## src/periph_pkg.sv

```systemverilog
// Peripheral hub package
// Shared widths, types, address map and pin function-select encoding
// for the bus hub between the core and its peripherals

`default_nettype none

package periph_pkg;

    typedef logic [7:0]  addr_t;
    typedef logic [31:0] bus_word_t;
    typedef logic [7:0]  byte_t;
    typedef logic [7:0]  pins_t;
    typedef logic [3:0]  offset_t;
    typedef logic [1:0]  size_code_t;

    // Top bit set selects a byte slot (low bits), clear selects GPIO
    typedef logic [3:0]  func_sel_t;

    parameter int NUM_SLOTS = 8;

    // All ones on a size code means no access this cycle
    parameter size_code_t SIZE_IDLE = 2'b11;

    // Byte region carries slot in bits 6:4 and offset in bits 3:0
    parameter int BYTE_REGION_BIT = 7;

    parameter addr_t GPIO_OUT_ADDR = 8'h00;
    parameter addr_t GPIO_IN_ADDR  = 8'h04;

    // Pin n select register lives at FUNC_SEL_BASE + 4n
    parameter addr_t FUNC_SEL_BASE = 8'h20;

endpackage

`default_nettype wire

```

## src/periph_bus_if.sv

```systemverilog
// Byte peripheral bus
// Carries decoded write traffic out to the slot array and brings
// each slot's read byte and pin outputs back to the hub

`default_nettype none

interface periph_bus_if #(
    parameter int num_slots = periph_pkg::NUM_SLOTS
);
    import periph_pkg::*;

    offset_t              offset;
    byte_t                wdata;
    logic [num_slots-1:0] wr_sel;

    // One entry per slot, each slot drives only its own
    byte_t                rdata   [num_slots];
    pins_t                pin_out [num_slots];

    modport decoder (output offset, output wdata, output wr_sel);

    modport slot (
        input  offset,
        input  wdata,
        input  wr_sel,
        output rdata,
        output pin_out
    );

    modport drain (input rdata, input pin_out);

endinterface

`default_nettype wire

```

## src/bus_decode.sv

```systemverilog
// Address decoder
// Splits the core address into region, slot and offset, and turns a
// write request into one strobe for a byte slot or for the GPIO block

`default_nettype none

module bus_decode #(
    parameter int num_slots = periph_pkg::NUM_SLOTS
) (
    input  wire periph_pkg::addr_t       i_addr,
    input  wire periph_pkg::bus_word_t   i_data_in,
    input  wire periph_pkg::size_code_t  i_data_write_n,
    periph_bus_if.decoder                bus,
    output logic                         o_in_byte_region,
    output logic [$clog2(num_slots)-1:0] o_slot,
    output logic                         o_gpio_wr
);
    import periph_pkg::*;

    localparam int slot_w = $clog2(num_slots);
    // Slot index sits directly above the register offset
    localparam int slot_lsb = $bits(offset_t);

    logic write_req;

    // Write size does not matter, every target keeps only the low byte
    assign write_req = (i_data_write_n != SIZE_IDLE);

    assign o_in_byte_region = i_addr[BYTE_REGION_BIT];
    assign o_slot = i_addr[slot_lsb +: slot_w];
    assign o_gpio_wr = write_req && !o_in_byte_region;

    assign bus.offset = i_addr[slot_lsb-1:0];
    assign bus.wdata = i_data_in[$bits(byte_t)-1:0];

    // One-hot slot strobe, only in the byte region
    always_comb begin
        bus.wr_sel = '0;
        if (write_req && o_in_byte_region) begin
            bus.wr_sel[o_slot] = 1'b1;
        end
    end

endmodule

`default_nettype wire

```

## src/byte_periph.sv

```systemverilog
// Generic byte peripheral
// Output register driving the slot's pins, one scratch register,
// and readback of both plus the input pins

`default_nettype none

module byte_periph #(
    parameter int slot_index = 0
) (
    input  wire logic              clk,
    input  wire logic              rst_n,
    input  wire periph_pkg::pins_t i_pins_in,
    periph_bus_if.slot             bus
);
    import periph_pkg::*;

    byte_t out_reg;
    byte_t scratch_reg;
    byte_t rd_byte;

    always_ff @(posedge clk) begin
        if (!rst_n) begin
            out_reg     <= '0;
            scratch_reg <= '0;
        end else if (bus.wr_sel[slot_index]) begin
            case (bus.offset)
                4'h0: out_reg <= bus.wdata;
                4'h1: scratch_reg <= bus.wdata;
                default: ;
            endcase
        end
    end

    always_comb begin
        case (bus.offset)
            4'h0:    rd_byte = out_reg;
            4'h1:    rd_byte = scratch_reg;
            4'h2:    rd_byte = i_pins_in;
            default: rd_byte = '0;
        endcase
    end

    assign bus.rdata[slot_index]   = rd_byte;
    assign bus.pin_out[slot_index] = out_reg;

endmodule

`default_nettype wire

```

## src/gpio_ctrl.sv

```systemverilog
// GPIO controller
// Holds the GPIO output register and one function select per pin,
// returns their readback and routes each output pin to GPIO or a slot

`default_nettype none

module gpio_ctrl #(
    parameter int num_slots = periph_pkg::NUM_SLOTS
) (
    input  wire logic                  clk,
    input  wire logic                  rst_n,
    input  wire periph_pkg::addr_t     i_addr,
    input  wire periph_pkg::byte_t     i_wdata,
    input  wire logic                  i_gpio_wr,
    input  wire periph_pkg::pins_t     i_pins_in,
    periph_bus_if.drain                slots,
    output periph_pkg::bus_word_t      o_gpio_rdata,
    output periph_pkg::pins_t          o_uo_out
);
    import periph_pkg::*;

    localparam int slot_w   = $clog2(num_slots);
    localparam int num_pins = $bits(pins_t);
    localparam int pin_w    = $clog2(num_pins);
    localparam int sel_top  = $bits(func_sel_t) - 1;

    pins_t            gpio_out;
    func_sel_t        func_sel [num_pins];
    logic             out_hit;
    logic             in_hit;
    logic             sel_hit;
    logic [pin_w-1:0] sel_pin;

    assign out_hit = (i_addr == GPIO_OUT_ADDR);
    assign in_hit  = (i_addr == GPIO_IN_ADDR);

    // Word-spaced select registers in the block starting at FUNC_SEL_BASE
    assign sel_hit = (i_addr[7:5] == FUNC_SEL_BASE[7:5]) && (i_addr[1:0] == 2'b00);
    assign sel_pin = i_addr[2 +: pin_w];

    always_ff @(posedge clk) begin
        if (!rst_n) begin
            gpio_out <= '0;
            for (int n = 0; n < num_pins; n++) begin
                func_sel[n] <= '0;
            end
        end else if (i_gpio_wr) begin
            if (out_hit) begin
                gpio_out <= i_wdata;
            end
            if (sel_hit) begin
                func_sel[sel_pin] <= i_wdata[sel_top:0];
            end
        end
    end

    always_comb begin
        if (out_hit) begin
            o_gpio_rdata = bus_word_t'(gpio_out);
        end else if (in_hit) begin
            o_gpio_rdata = bus_word_t'(i_pins_in);
        end else if (sel_hit) begin
            o_gpio_rdata = bus_word_t'(func_sel[sel_pin]);
        end else begin
            o_gpio_rdata = '0;
        end
    end

    // Per-pin source mux, a select naming a missing slot drives 0
    always_comb begin
        for (int n = 0; n < num_pins; n++) begin
            o_uo_out[n] = gpio_out[n];
            if (func_sel[n][sel_top]) begin
                o_uo_out[n] = 1'b0;
                if (int'(func_sel[n][sel_top-1:0]) < num_slots) begin
                    o_uo_out[n] = slots.pin_out[func_sel[n][slot_w-1:0]][n];
                end
            end
        end
    end

endmodule

`default_nettype wire

```

## src/periph_hub_top.sv

```systemverilog
// Peripheral hub top level
// Connects the core request ports to the address decoder, the byte
// slot array, the GPIO block and the registered read return

`default_nettype none

module periph_hub_top #(
    parameter int num_slots = periph_pkg::NUM_SLOTS
) (
    input  wire logic                   clk,
    input  wire logic                   rst_n,
    input  wire periph_pkg::pins_t      i_ui_in,
    output periph_pkg::pins_t           o_uo_out,
    input  wire periph_pkg::addr_t      i_addr,
    input  wire periph_pkg::bus_word_t  i_data_in,
    input  wire periph_pkg::size_code_t i_data_write_n,
    input  wire periph_pkg::size_code_t i_data_read_n,
    output periph_pkg::bus_word_t       o_data_out,
    output logic                        o_data_ready,
    input  wire logic                   i_data_read_complete
);
    import periph_pkg::*;

    localparam int slot_w = $clog2(num_slots);

    logic              in_byte_region;
    logic [slot_w-1:0] slot;
    logic              gpio_wr;
    bus_word_t         gpio_rdata;

    periph_bus_if #(.num_slots(num_slots)) bus_i ();

    bus_decode #(.num_slots(num_slots)) decode_i (
        .i_addr           (i_addr),
        .i_data_in        (i_data_in),
        .i_data_write_n   (i_data_write_n),
        .bus              (bus_i.decoder),
        .o_in_byte_region (in_byte_region),
        .o_slot           (slot),
        .o_gpio_wr        (gpio_wr)
    );

    for (genvar s = 0; s < num_slots; s++) begin : g_slot
        byte_periph #(.slot_index(s)) slot_i (
            .clk       (clk),
            .rst_n     (rst_n),
            .i_pins_in (i_ui_in),
            .bus       (bus_i.slot)
        );
    end

    gpio_ctrl #(.num_slots(num_slots)) gpio_i (
        .clk          (clk),
        .rst_n        (rst_n),
        .i_addr       (i_addr),
        .i_wdata      (bus_i.wdata),
        .i_gpio_wr    (gpio_wr),
        .i_pins_in    (i_ui_in),
        .slots        (bus_i.drain),
        .o_gpio_rdata (gpio_rdata),
        .o_uo_out     (o_uo_out)
    );

    read_return #(.num_slots(num_slots)) rret_i (
        .clk                  (clk),
        .rst_n                (rst_n),
        .i_data_read_n        (i_data_read_n),
        .i_data_write_n       (i_data_write_n),
        .i_data_read_complete (i_data_read_complete),
        .i_in_byte_region     (in_byte_region),
        .i_slot               (slot),
        .i_gpio_rdata         (gpio_rdata),
        .slots                (bus_i.drain),
        .o_data_out           (o_data_out),
        .o_data_ready         (o_data_ready)
    );

endmodule

`default_nettype wire

```

## src/read_return.sv

```systemverilog
// Read return path
// Picks the slot byte or GPIO word, captures it once per read and
// holds it until the core signals read complete

`default_nettype none

module read_return #(
    parameter int num_slots = periph_pkg::NUM_SLOTS
) (
    input  wire logic                         clk,
    input  wire logic                         rst_n,
    input  wire periph_pkg::size_code_t       i_data_read_n,
    input  wire periph_pkg::size_code_t       i_data_write_n,
    input  wire logic                         i_data_read_complete,
    input  wire logic                         i_in_byte_region,
    input  wire logic [$clog2(num_slots)-1:0] i_slot,
    input  wire periph_pkg::bus_word_t        i_gpio_rdata,
    periph_bus_if.drain                       slots,
    output periph_pkg::bus_word_t             o_data_out,
    output logic                              o_data_ready
);
    import periph_pkg::*;

    logic      read_req;
    logic      write_req;
    bus_word_t read_sel;
    bus_word_t data_r;
    logic      hold;
    logic      ready_r;

    assign read_req  = (i_data_read_n != SIZE_IDLE);
    assign write_req = (i_data_write_n != SIZE_IDLE);

    assign read_sel = i_in_byte_region ? bus_word_t'(slots.rdata[i_slot]) : i_gpio_rdata;

    always_ff @(posedge clk) begin
        if (!rst_n) begin
            hold    <= 1'b0;
            ready_r <= 1'b0;
        end else begin
            if (i_data_read_complete) begin
                hold <= 1'b0;
            end
            // A new capture wins over a same-cycle complete
            if (read_req && !hold) begin
                hold <= 1'b1;
            end
            ready_r <= read_req;
        end
    end

    // Payload only, loaded on the first cycle of a read
    always_ff @(posedge clk) begin
        if (read_req && !hold) begin
            data_r <= read_sel;
        end
    end

    assign o_data_out = data_r;

    // Writes are acknowledged in their own cycle
    assign o_data_ready = ready_r || write_req;

endmodule

`default_nettype wire

```

## config.mk

```make
export PLATFORM = sky130hd
export DESIGN_NAME = periph_hub_top
export DESIGN_NICKNAME = d
export VERILOG_FILES = /design/src/periph_pkg.sv /design/src/periph_bus_if.sv /design/src/bus_decode.sv /design/src/byte_periph.sv /design/src/gpio_ctrl.sv /design/src/periph_hub_top.sv /design/src/read_return.sv
export SDC_FILE = /design/constraint.sdc
export NUM_CORES = 1
export LEC_CHECK = 0
export BUFFER_PORTS_ARGS = -buffer_cell sky130_fd_sc_hd__buf_2
export CORE_MARGIN = 4
export CORE_UTILIZATION = 45
export DETAILED_ROUTE_END_ITERATION = 8
export SKIP_CTS_REPAIR_TIMING = 1
export SKIP_LAST_GASP = 1
export SLEW_MARGIN = 20
export SYNTH_ARGS = -nofsm -noshare
export SYNTH_HDL_FRONTEND = slang
export SYNTH_SLANG_ARGS = --single-unit
```

## constraint.sdc

```tcl
create_clock -name clk -period 2.8 [get_ports clk]
set_clock_uncertainty 0.05 [all_clocks]
set_input_delay 0.28 -clock clk [delete_from_list [all_inputs] [get_ports clk]]
set_output_delay 0.28 -clock clk [all_outputs]
set_load 0.005 [all_outputs]
```

==> metrics.md, run 1 <==
| Metric | Value |
|---|---|
| Hold path cells | `3` |
| CTS tree | `yes` |
| Max-capacitance violation count | `0` |
| Status | `finished clean` |
| Slew HR | `51.6%` |
| Worst-path clk slew | `0.08 ns` |
| FF+latch count, synth | `178` |
| Vias post-DR | `7392` |
| TritonCTS Buffers | `17` |
| Transition time of the tightest slew-check pin | `0.719 ns` |
| Core Util, Final | `51.3%` |
| Most frequent cells in the layout | `dfxtp_1 (138), nand2_1 (98), mux2i_1 (89), a21boi_0 (76), nor2b_1 (64)` |
| Die width | `152 µm` |
| Setup Viol. Count Final | `0` |
| Vias in the first global route | `6979` |
| Hold EP | `rret_i.hold$_SDFFE_PN0P_` |
| Async SR Flop Fraction | `0%` |
| Via/cell ratio | `5.88` |
| Ant. Diodes | `0` |
| Worst R2R Start | `gpio_i.func_sel[7][2]$_SDFFCE_PN0P_` |
| Synth unique cells | `59` |
| Synthesized instance count | `938` |
| CP max FO | `3` |
| Die Y | `152 µm` |
| DR WL/cell | `21.9 µm` |
| Root buffer cell | `clkbuf_16` |
| Area Overhead vs Synth | `11.7%` |
| Initial antenna violation count | `0` |
| Reg2Reg Depth | `4` |
| H-tree depth | `4` |
| Register area share after synthesis | `42.6%` |
| Final Slew Violations | `0` |
| DR pass1 iterations | `5` |
| Core Rows | `52` |
| Pwr dens | `526 mW/mm²` |
| DRC Markers | `0` |
| Final hold vios | `0` |
| RSZ-0062 raised after global routing | `false` |
| Leakage Power | `0.00370 µW` |
| Reg2reg end | `rret_i.o_data_out[2]$_DFFE_PP_` |
| Sink Count | `178` |
| WP data required | `2.47 ns` |
| Core area | `0.0203 mm²` |
| First-pass GRT wire length | `42.2 mm` |
| Setup CP Type | `reg -> out` |
| Largest net degree at the start of global routing | `65` |
| Final Routed Wirelength | `27.5 mm` |
| Worst-skew pair later-pin latency | `0.44 ns` |
| Final cycle utilization of the critical path | `81.4%` |
| HPWL Detailed | `19.5 mm` |
| Hold path start | `i_data_read_complete` |
| Nets@finish | `1029` |
| Most common cell after layout, fill and taps aside | `dfxtp_1` |
| Clock Path Buffers | `2` |
| Initial DRC count | `725` |
| Kind of end point of the critical path | `primary output` |
| EDFF count, synth | `40` |
| ANT nets after route | `0` |
| Worst endpoint data arrival time | `1.95 ns` |
| Port bufs | `47` |
| Average size of a mapped cell | `9.93 µm²` |
| Min cycle time layout | `2.28 ns` |
| Fmax | `439 MHz` |
| Worst Hold Class | `in -> reg` |
| Share of cells above drive strength 1 | `18.5%` |
| Final TNS setup | `0 ns` |
| Placer Congestion | `0.879` |
| Initial core utilization | `45.9%` |
| Worst setup SP type | `flop` |
| DIE AREA | `0.0231 mm²` |
| Gr ovfl total | `0` |
| Worst reg2reg setup slack | `0.53 ns` |
| Total track usage | `23.5%` |
| Peak supply drop | `0.000408 V` |
| Post-Synthesis Cell Area | `0.00932 mm²` |
| I/O Pins | `96` |
| Synth Warn # | `0` |
| Synth Flop Type | `dfxtp_1` |
stage by stage:
stage / total power, µW / area [µm²] / cells / hold slack [ns] / setup slack (ns)
5_1_grt: 5650 / 10400 / 1257 / 0.0796 / 0.444
3_5_place_dp: 3210 / 9840 / 1225 / 0.408 / 0.189
4_1_cts: 5500 / 10400 / 1257 / 0.0565 / 0.521
3_3_place_gp: 3210 / 9840 / 1225 / 0.402 / 0.187
2_1_floorplan: 3050 / 9400 / 961 / 0.390 / 0.714
6_report: 5470 / 10400 / 1257 / 0.0707 / 0.520
per-layer routing:
layer | GRT usage [%] | wire length, µm | vias up
met1 | 33.8 | 12300 | 3614
met4 | 7.32 | 533 | 0
li1 | - | - | 3447
met2 | 37.1 | 13000 | 296
met3 | 3.27 | 1710 | 35
met5 | 0 | 0 | -
cell families (layout without fill, tap and decap cells):
logic type	count (synthesis)	in the layout	share of synthesized area [%]
AND/OR/NAND/NOR	332	332	19.5
other	1	24	0.0403
flip-flops	178	178	42.6
multiplexers	125	125	17.2
buffers and inverters	102	128	5.56
AO/OA/AOI/OAI	200	200	15.2
report_power, final:
| part | switching (µW) | total [µW] | internal [µW] |
|---|---|---|---|
| Sequential | 41.6 | 2700 | 2660 |
| Combinational | 281 | 452 | 171 |
| Clock | 1140 | 2320 | 1180 |
worst max-delay path by stage:
| stage | start | end | slack, ns | depth (start not counted) |
|---|---|---|---|---|
| after CTS | gpio_i.func_sel[0][0]$_SDFFCE_PN0P_ | o_uo_out[0] | 0.52 | 4 |
| after floorplan | i_addr[2] | rret_i.o_data_out[1]$_DFFE_PP_ | 0.71 | 6 |
| after detailed placement | i_addr[3] | g_slot[0].slot_i.scratch_reg[4]$_SDFFE_PN0P_ | 0.19 | 6 |
| final | gpio_i.func_sel[0][0]$_SDFFCE_PN0P_ | o_uo_out[0] | 0.52 | 4 |
| after global placement | i_addr[3] | g_slot[0].slot_i.scratch_reg[0]$_SDFFE_PN0P_ | 0.19 | 6 |
| after global routing | gpio_i.func_sel[0][0]$_SDFFCE_PN0P_ | o_uo_out[0] | 0.44 | 4 |
critical path, stage by stage (launching register included):
cell	delay [ns]
edfxtp_1	0.51
mux4_2	0.60
mux2i_1	0.18
a21oi_1	0.09
buf_2	0.13
cells in the mapped netlist (all sizes together), types with 2 or more instances:
cell | count | area share [%]
or3 | 2 | 0.13
a211oi | 3 | 0.24
dfxtp | 138 | 30
nor2 | 34 | 1.7
or2 | 4 | 0.27
o21ai | 47 | 2.5
and4 | 2 | 0.19
and2 | 33 | 2.2
o22ai | 4 | 0.27
o221ai | 5 | 0.47
edfxtp | 40 | 13
or3b | 2 | 0.19
nand2 | 98 | 3.9
a22oi | 5 | 0.40
nor3b | 2 | 0.16
mux2 | 9 | 1.1
a2111oi | 3 | 0.28
a21boi | 83 | 6.7
buf | 49 | 3.4
mux4 | 27 | 6.5
a222oi | 4 | 0.43
nand4 | 7 | 0.47
nor2b | 64 | 4.3
a221o | 10 | 1.1
nand4b | 3 | 0.51
mux2i | 89 | 9.6
nand2b | 7 | 0.47
nand3 | 59 | 3.4
nor3 | 9 | 0.78
a221oi | 9 | 0.85
a21oi | 14 | 0.75
clkbuf | 53 | 2.1
o41ai | 6 | 0.56
nor4 | 2 | 0.27
cell type report:
class                           instances  area [µm²]
Clock buffer                           17         425
Clock inverter                         15         145
Fill cell                            1889        9890
Multi-Input combinational cell        681        4930
Sequential cell                       178        3960
Tap cell                              270         338
Timing Repair Buffer                   96         606
No activity file was read; power rests on OpenSTA's default activity.
==> run 2, diff against run 1 <==
- clock period: 2.8 -> 2.1 ns (I/O delays scaled with it)
==> run 2 against run 1 <==
Compared with the run above: the run now ends with hold timing, setup timing left; sequential share of layout area shrank 2.5 points; die area stayed put; clock-buffer cell count rose by 1; setup slack lost 0.65 ns; final cell count increased by 6.0%; non-clock buffer count is 75 higher; cell area is 7.1% higher; critical path depth is the same; worst hold slack got worse by 0.075 ns.
==> metrics.md, run 2 (synthesis gave the netlist of run 1 again) <==
| Metric | Value |
|---|---|
| Most common cell after layout, fill and taps aside | `dfxtp_1` |
| Status | `finished with violations` |
| First-pass GRT wire length | `43.5 mm` |
| Placer Congestion | `0.905` |
| Core Rows | `52` |
| CTS tree | `yes` |
| Sw power | `1890 µW` |
| ANT nets after route | `0` |
| DIE AREA | `0.0231 mm²` |
| Initial antenna violation count | `0` |
| Final TNS setup | `-0.759 ns` |
| Min Hold Slack | `-0.00447 ns` |
| Worst-skew pair later-pin latency | `0.44 ns` |
| Setup CP Type | `reg -> reg` |
| Top delay family on crit path | `multiplexers` |
| FF+latch area | `0.00396 mm²` |
| Final cycle utilization of the critical path | `106%` |
| DR pass1 iterations | `5` |
| Initial core utilization | `45.9%` |
| Die Y | `152 µm` |
| Clock Path Buffers | `2` |
| Min cycle time layout | `2.23 ns` |
| Via/cell ratio | `5.73` |
| Largest net degree at the start of global routing | `76` |
| Hold path start | `i_data_read_complete` |
| Final Slew Violations | `0` |
| Vias post-DR | `7639` |
| Die width | `152 µm` |
| Switching Share | `25.1%` |
| Worst setup SP type | `flop` |
| Pwr dens | `678 mW/mm²` |
| CP bufs+invs | `0` |
| Gr ovfl total | `0` |
| Ant. Diodes | `0` |
| H-tree depth | `4` |
| Transition time of the tightest slew-check pin | `0.673 ns` |
| Biggest cell delay along the critical path | `0.52 ns` |
| Final hold vios | `1` |
| Leakage Power | `0.00412 µW` |
| Worst endpoint data arrival time | `2.34 ns` |
| Setup Viol. Count Final | `11` |
| Pint | `5660 µW` |
| Area Overhead vs Synth | `19.6%` |
| Fill cell count | `1818` |
| Worst R2R Start | `gpio_i.func_sel[5][2]$_SDFFCE_PN0P_` |
| Initial DRC count | `741` |
| DRC Markers | `0` |
| Peak supply drop | `0.000560 V` |
| Critical Path Slowest Stage Cell | `mux4_2` |
| Fmax | `448 MHz` |
| Slew HR | `55.1%` |
| Total track usage | `24.2%` |
| Final worst slack | `-0.131 ns` |
| Core area | `0.0203 mm²` |
| CP max FO | `2` |
| Critical-path cell list | `mux4_2 > mux2_4 > a222oi_1 > o41ai_1` |
| Vias in the first global route | `7361` |
| TritonCTS Buffers | `17` |
| Worst Hold Class | `in -> reg` |
| Root buffer cell | `clkbuf_16` |
| Worst-path clk slew | `0.07 ns` |
| Area occupied by multi-input gates | `0.00495 mm²` |
| WP data required | `2.21 ns` |
| Kind of end point of the critical path | `flop` |
| Final Routed Wirelength | `28.6 mm` |
| Sink Count | `178` |
| HPWL Detailed | `20.5 mm` |
| RSZ-0062 raised after global routing | `true` |
| Clk pwr share | `42.8%` |
| Nets@finish | `1104` |
| Crit path from | `gpio_i.func_sel[5][2]$_SDFFCE_PN0P_` |
| Port bufs | `47` |
| Seq pwr share | `47.5%` |
| Combinational Power Share | `9.7%` |
| I/O Pins | `96` |
| Most frequent cells in the layout | `dfxtp_1 (138), buf_4 (108), nand2_1 (98), mux2i_1 (86), a21boi_0 (76)` |
| Failing checks | `hold timing, setup timing` |
| Max-capacitance violation count | `0` |
| Core Util, Final | `54.9%` |
| Share of cells above drive strength 1 | `24.5%` |
| DR WL/cell | `21.5 µm` |
## run 2: layer usage
| metal | vias up | GRT usage [%] | share of wire (%) |
|---|---|---|---|
| met3 | 51 | 4.29 | 6.0 |
| met5 | - | 0 | 0 |
| met1 | 3712 | 34.0 | 45 |
| li1 | 3584 | - | - |
| met4 | 0 | 9.20 | 3.0 |
| met2 | 292 | 37.6 | 46 |
## run 2: final cells by class
class,instances,area share [%]
multi-input cells,681,44.4
flip-flops and latches,178,35.6
repair buffers,171,11.7
clock buffers,18,3.94
well taps,270,3.03
clock inverters,14,1.35
## run 2: path summary, 6_finish.rpt
path	endpoint	slack [ns]	cells after the start
worst max-delay path	rret_i.o_data_out[2]$_DFFE_PP_	-0.13	4
worst min register to register	g_slot[1].slot_i.scratch_reg[2]$_SDFFE_PN0P_	0.42	2
worst min-delay path	rret_i.hold$_SDFFE_PN0P_	-0.004	3
worst max register to register	rret_i.o_data_out[2]$_DFFE_PP_	-0.13	4
## run 2: per-stage QoR
stage / cell area, µm² / power [µW] / instances / setup WS [ns]
2_1_floorplan: 9400 / 4070 / 961 / 0.0837
3_3_place_gp: 10500 / 4370 / 1294 / -0.285
3_5_place_dp: 10500 / 4370 / 1294 / -0.317
4_1_cts: 11000 / 7550 / 1326 / -0.130
5_1_grt: 11100 / 7770 / 1332 / -0.140
6_report: 11100 / 7550 / 1332 / -0.131
## run 2: power by group through the flow
stage | Combinational [µW] | Clock [µW] | Sequential [µW]
global placement | 704 | 0 | 3660
floorplan | 409 | 0 | 3660
detailed placement | 704 | 0 | 3660
finish | 734 | 3230 | 3590
global route | 776 | 3410 | 3590
CTS | 706 | 3260 | 3590
## run 2: worst reg2reg max path: stages, from the launching register on
cell and delay (ns):
edfxtp_1 0.43, mux4_2 0.52, mux2_4 0.28, a222oi_1 0.50, o41ai_1 0.17
==> run 3, diff against run 2 <==
- SETUP_SLACK_MARGIN: default -> 0.4
==> run 3 against run 2 <==
Compared with the run above: the run ends with setup timing left; sequential cell count unchanged; largest power group unchanged; critical path depth rose by 1; maximum frequency up 1.4%; die area did not move; final cell count grew 0.75%; global-route usage up 0.092 points; setup slack improved by 0.032 ns; sequential share of layout area shrank 1.1 points; clock-buffer cell count stayed put; first-iteration DRC count down 3.9%.
==> metrics.md, run 3 (synthesis gave the netlist of run 1 again) <==
| Metric | Value |
|---|---|
| Status | `finished with violations` |
| Failing checks | `setup timing` |
| DR WL/cell | `21.4 µm` |
| Largest net degree at the start of global routing | `65` |
| Fmax | `455 MHz` |
| Combinational Power Share | `10.0%` |
| Via/cell ratio | `5.67` |
| Initial DRC count | `712` |
| Pint | `5780 µW` |
| Nets@finish | `1114` |
| Slew HR | `56.8%` |
| CP bufs+invs | `2` |
| Vias post-DR | `7615` |
| Final Slew Violations | `0` |
| Critical-path cell list | `buf_6 > mux4_2 > mux2i_1 > a21oi_1 > buf_2` |
| Share of cells above drive strength 1 | `28.1%` |
| Max-capacitance violation count | `0` |
| Worst-path clk slew | `0.07 ns` |
| WP data required | `1.84 ns` |
| Total track usage | `24.3%` |
| First-pass GRT wire length | `44.0 mm` |
| Worst setup SP type | `flop` |
| Setup CP Type | `reg -> out` |
| Peak supply drop | `0.000636 V` |
| Initial antenna violation count | `0` |
| Pwr dens | `668 mW/mm²` |
| ANT nets after route | `0` |
| CTS tree | `yes` |
| RSZ-0062 raised after global routing | `true` |
| Gr ovfl total | `0` |
| Vias in the first global route | `7443` |
| Most common cell after layout, fill and taps aside | `dfxtp_1` |
| Die width | `152 µm` |
| Most frequent cells in the layout | `dfxtp_1 (133), buf_4 (107), nand2_1 (94), mux2i_1 (86), a21boi_0 (65)` |
| Crit path from | `gpio_i.func_sel[5][0]$_SDFFCE_PN0P_` |
| Sw power | `1900 µW` |
| Setup Viol. Count Final | `10` |
| Sink Count | `178` |
| Critical Path Slowest Stage Cell | `mux4_2` |
| Ant. Diodes | `0` |
| Final worst slack | `-0.0992 ns` |
| Transition time of the tightest slew-check pin | `0.648 ns` |
| DIE AREA | `0.0231 mm²` |
| TritonCTS Buffers | `17` |
| Seq pwr share | `46.7%` |
| Fill cell count | `1789` |
| FF+latch area | `0.00397 mm²` |
| Core Rows | `52` |
| DRC Markers | `0` |
| Final hold vios | `0` |
| Final cycle utilization of the critical path | `105%` |
| Leakage Power | `0.00430 µW` |
| Switching Share | `24.7%` |
| Port bufs | `47` |
| Worst R2R Start | `gpio_i.func_sel[6][3]$_SDFFCE_PN0P_` |
| I/O Pins | `96` |
| Area occupied by multi-input gates | `0.00511 mm²` |
| Placer Congestion | `0.883` |
| DR pass1 iterations | `6` |
| H-tree depth | `4` |
| Core Util, Final | `56.7%` |
| Final Total Pwr | `7680 µW` |
| Worst endpoint data arrival time | `1.94 ns` |
| Core area | `0.0203 mm²` |
| Area Overhead vs Synth | `23.5%` |
| HPWL Detailed | `20.6 mm` |
| Die Y | `152 µm` |
| CP max FO | `2` |
| Top delay family on crit path | `multiplexers` |
| Final Routed Wirelength | `28.8 mm` |
| Worst Hold Class | `in -> reg` |
| Hold path start | `i_data_read_n[1]` |
| Root buffer cell | `clkbuf_16` |
| Initial core utilization | `45.9%` |
| Min cycle time layout | `2.20 ns` |
| Worst-skew pair later-pin latency | `0.43 ns` |
| Kind of end point of the critical path | `primary output` |
| Biggest cell delay along the critical path | `0.55 ns` |
| Clk pwr share | `43.2%` |
| Clock Path Buffers | `2` |
[run 3: layout make-up]
| cell class | instances | share of cell area [%] |
|---|---|---|
| flip-flops and latches | 178 | 34.5 |
| clock buffers | 18 | 3.73 |
| multi-input cells | 681 | 44.4 |
| repair buffers | 181 | 12.9 |
| well taps | 270 | 2.94 |
| clock inverters | 14 | 1.54 |
[run 3: power by group through the flow]
stage	sequential (µW)	clock, µW	combinational, µW
2_1_floorplan	3660	0	438
3_3_place_gp	3670	0	712
3_5_place_dp	3670	0	715
4_1_cts	3590	3360	716
5_1_grt	3590	3490	815
6_report	3590	3320	772
[run 3: layer usage]
layer / GRT usage (%) / part of all wire, %
met3: 4.29 / 6.4
met5: 0 / 0
met4: 6.59 / 2.0
met1: 33.9 / 43
met2: 39.4 / 48
[run 3: worst min-delay path, delay by kind of cell]
kind / cells / cell delay (ns)
buffers and inverters: 1 / 0.10
AND/OR/NAND/NOR: 2 / 0.19
[run 3: worst paths after layout]
path	end	slack, ns	cells past startpoint
worst max-delay path	o_uo_out[5]	-0.1	5
worst min-delay path	rret_i.ready_r$_SDFF_PN0_	0.04	3
worst min register to register	g_slot[5].slot_i.scratch_reg[6]$_SDFFE_PN0P_	0.42	2
worst max register to register	rret_i.o_data_out[3]$_DFFE_PP_	-0.03	5
[run 3: per-stage QoR]
| stage | hold slack (ns) | instance area (µm²) | cells | TNS [ns] | setup WS (ns) |
|---|---|---|---|---|---|
| 2_1_floorplan | 0.326 | 9580 | 961 | 0 | 0.236 |
| 3_3_place_gp | 0.403 | 10500 | 1286 | -5.41 | -0.190 |
| 3_5_place_dp | 0.410 | 10500 | 1286 | -8.49 | -0.201 |
| 4_1_cts | -0.0103 | 11100 | 1318 | -0.795 | -0.164 |
| 5_1_grt | 0.0505 | 11500 | 1342 | -0.935 | -0.130 |
| 6_report | 0.0382 | 11500 | 1342 | -0.438 | -0.0992 |
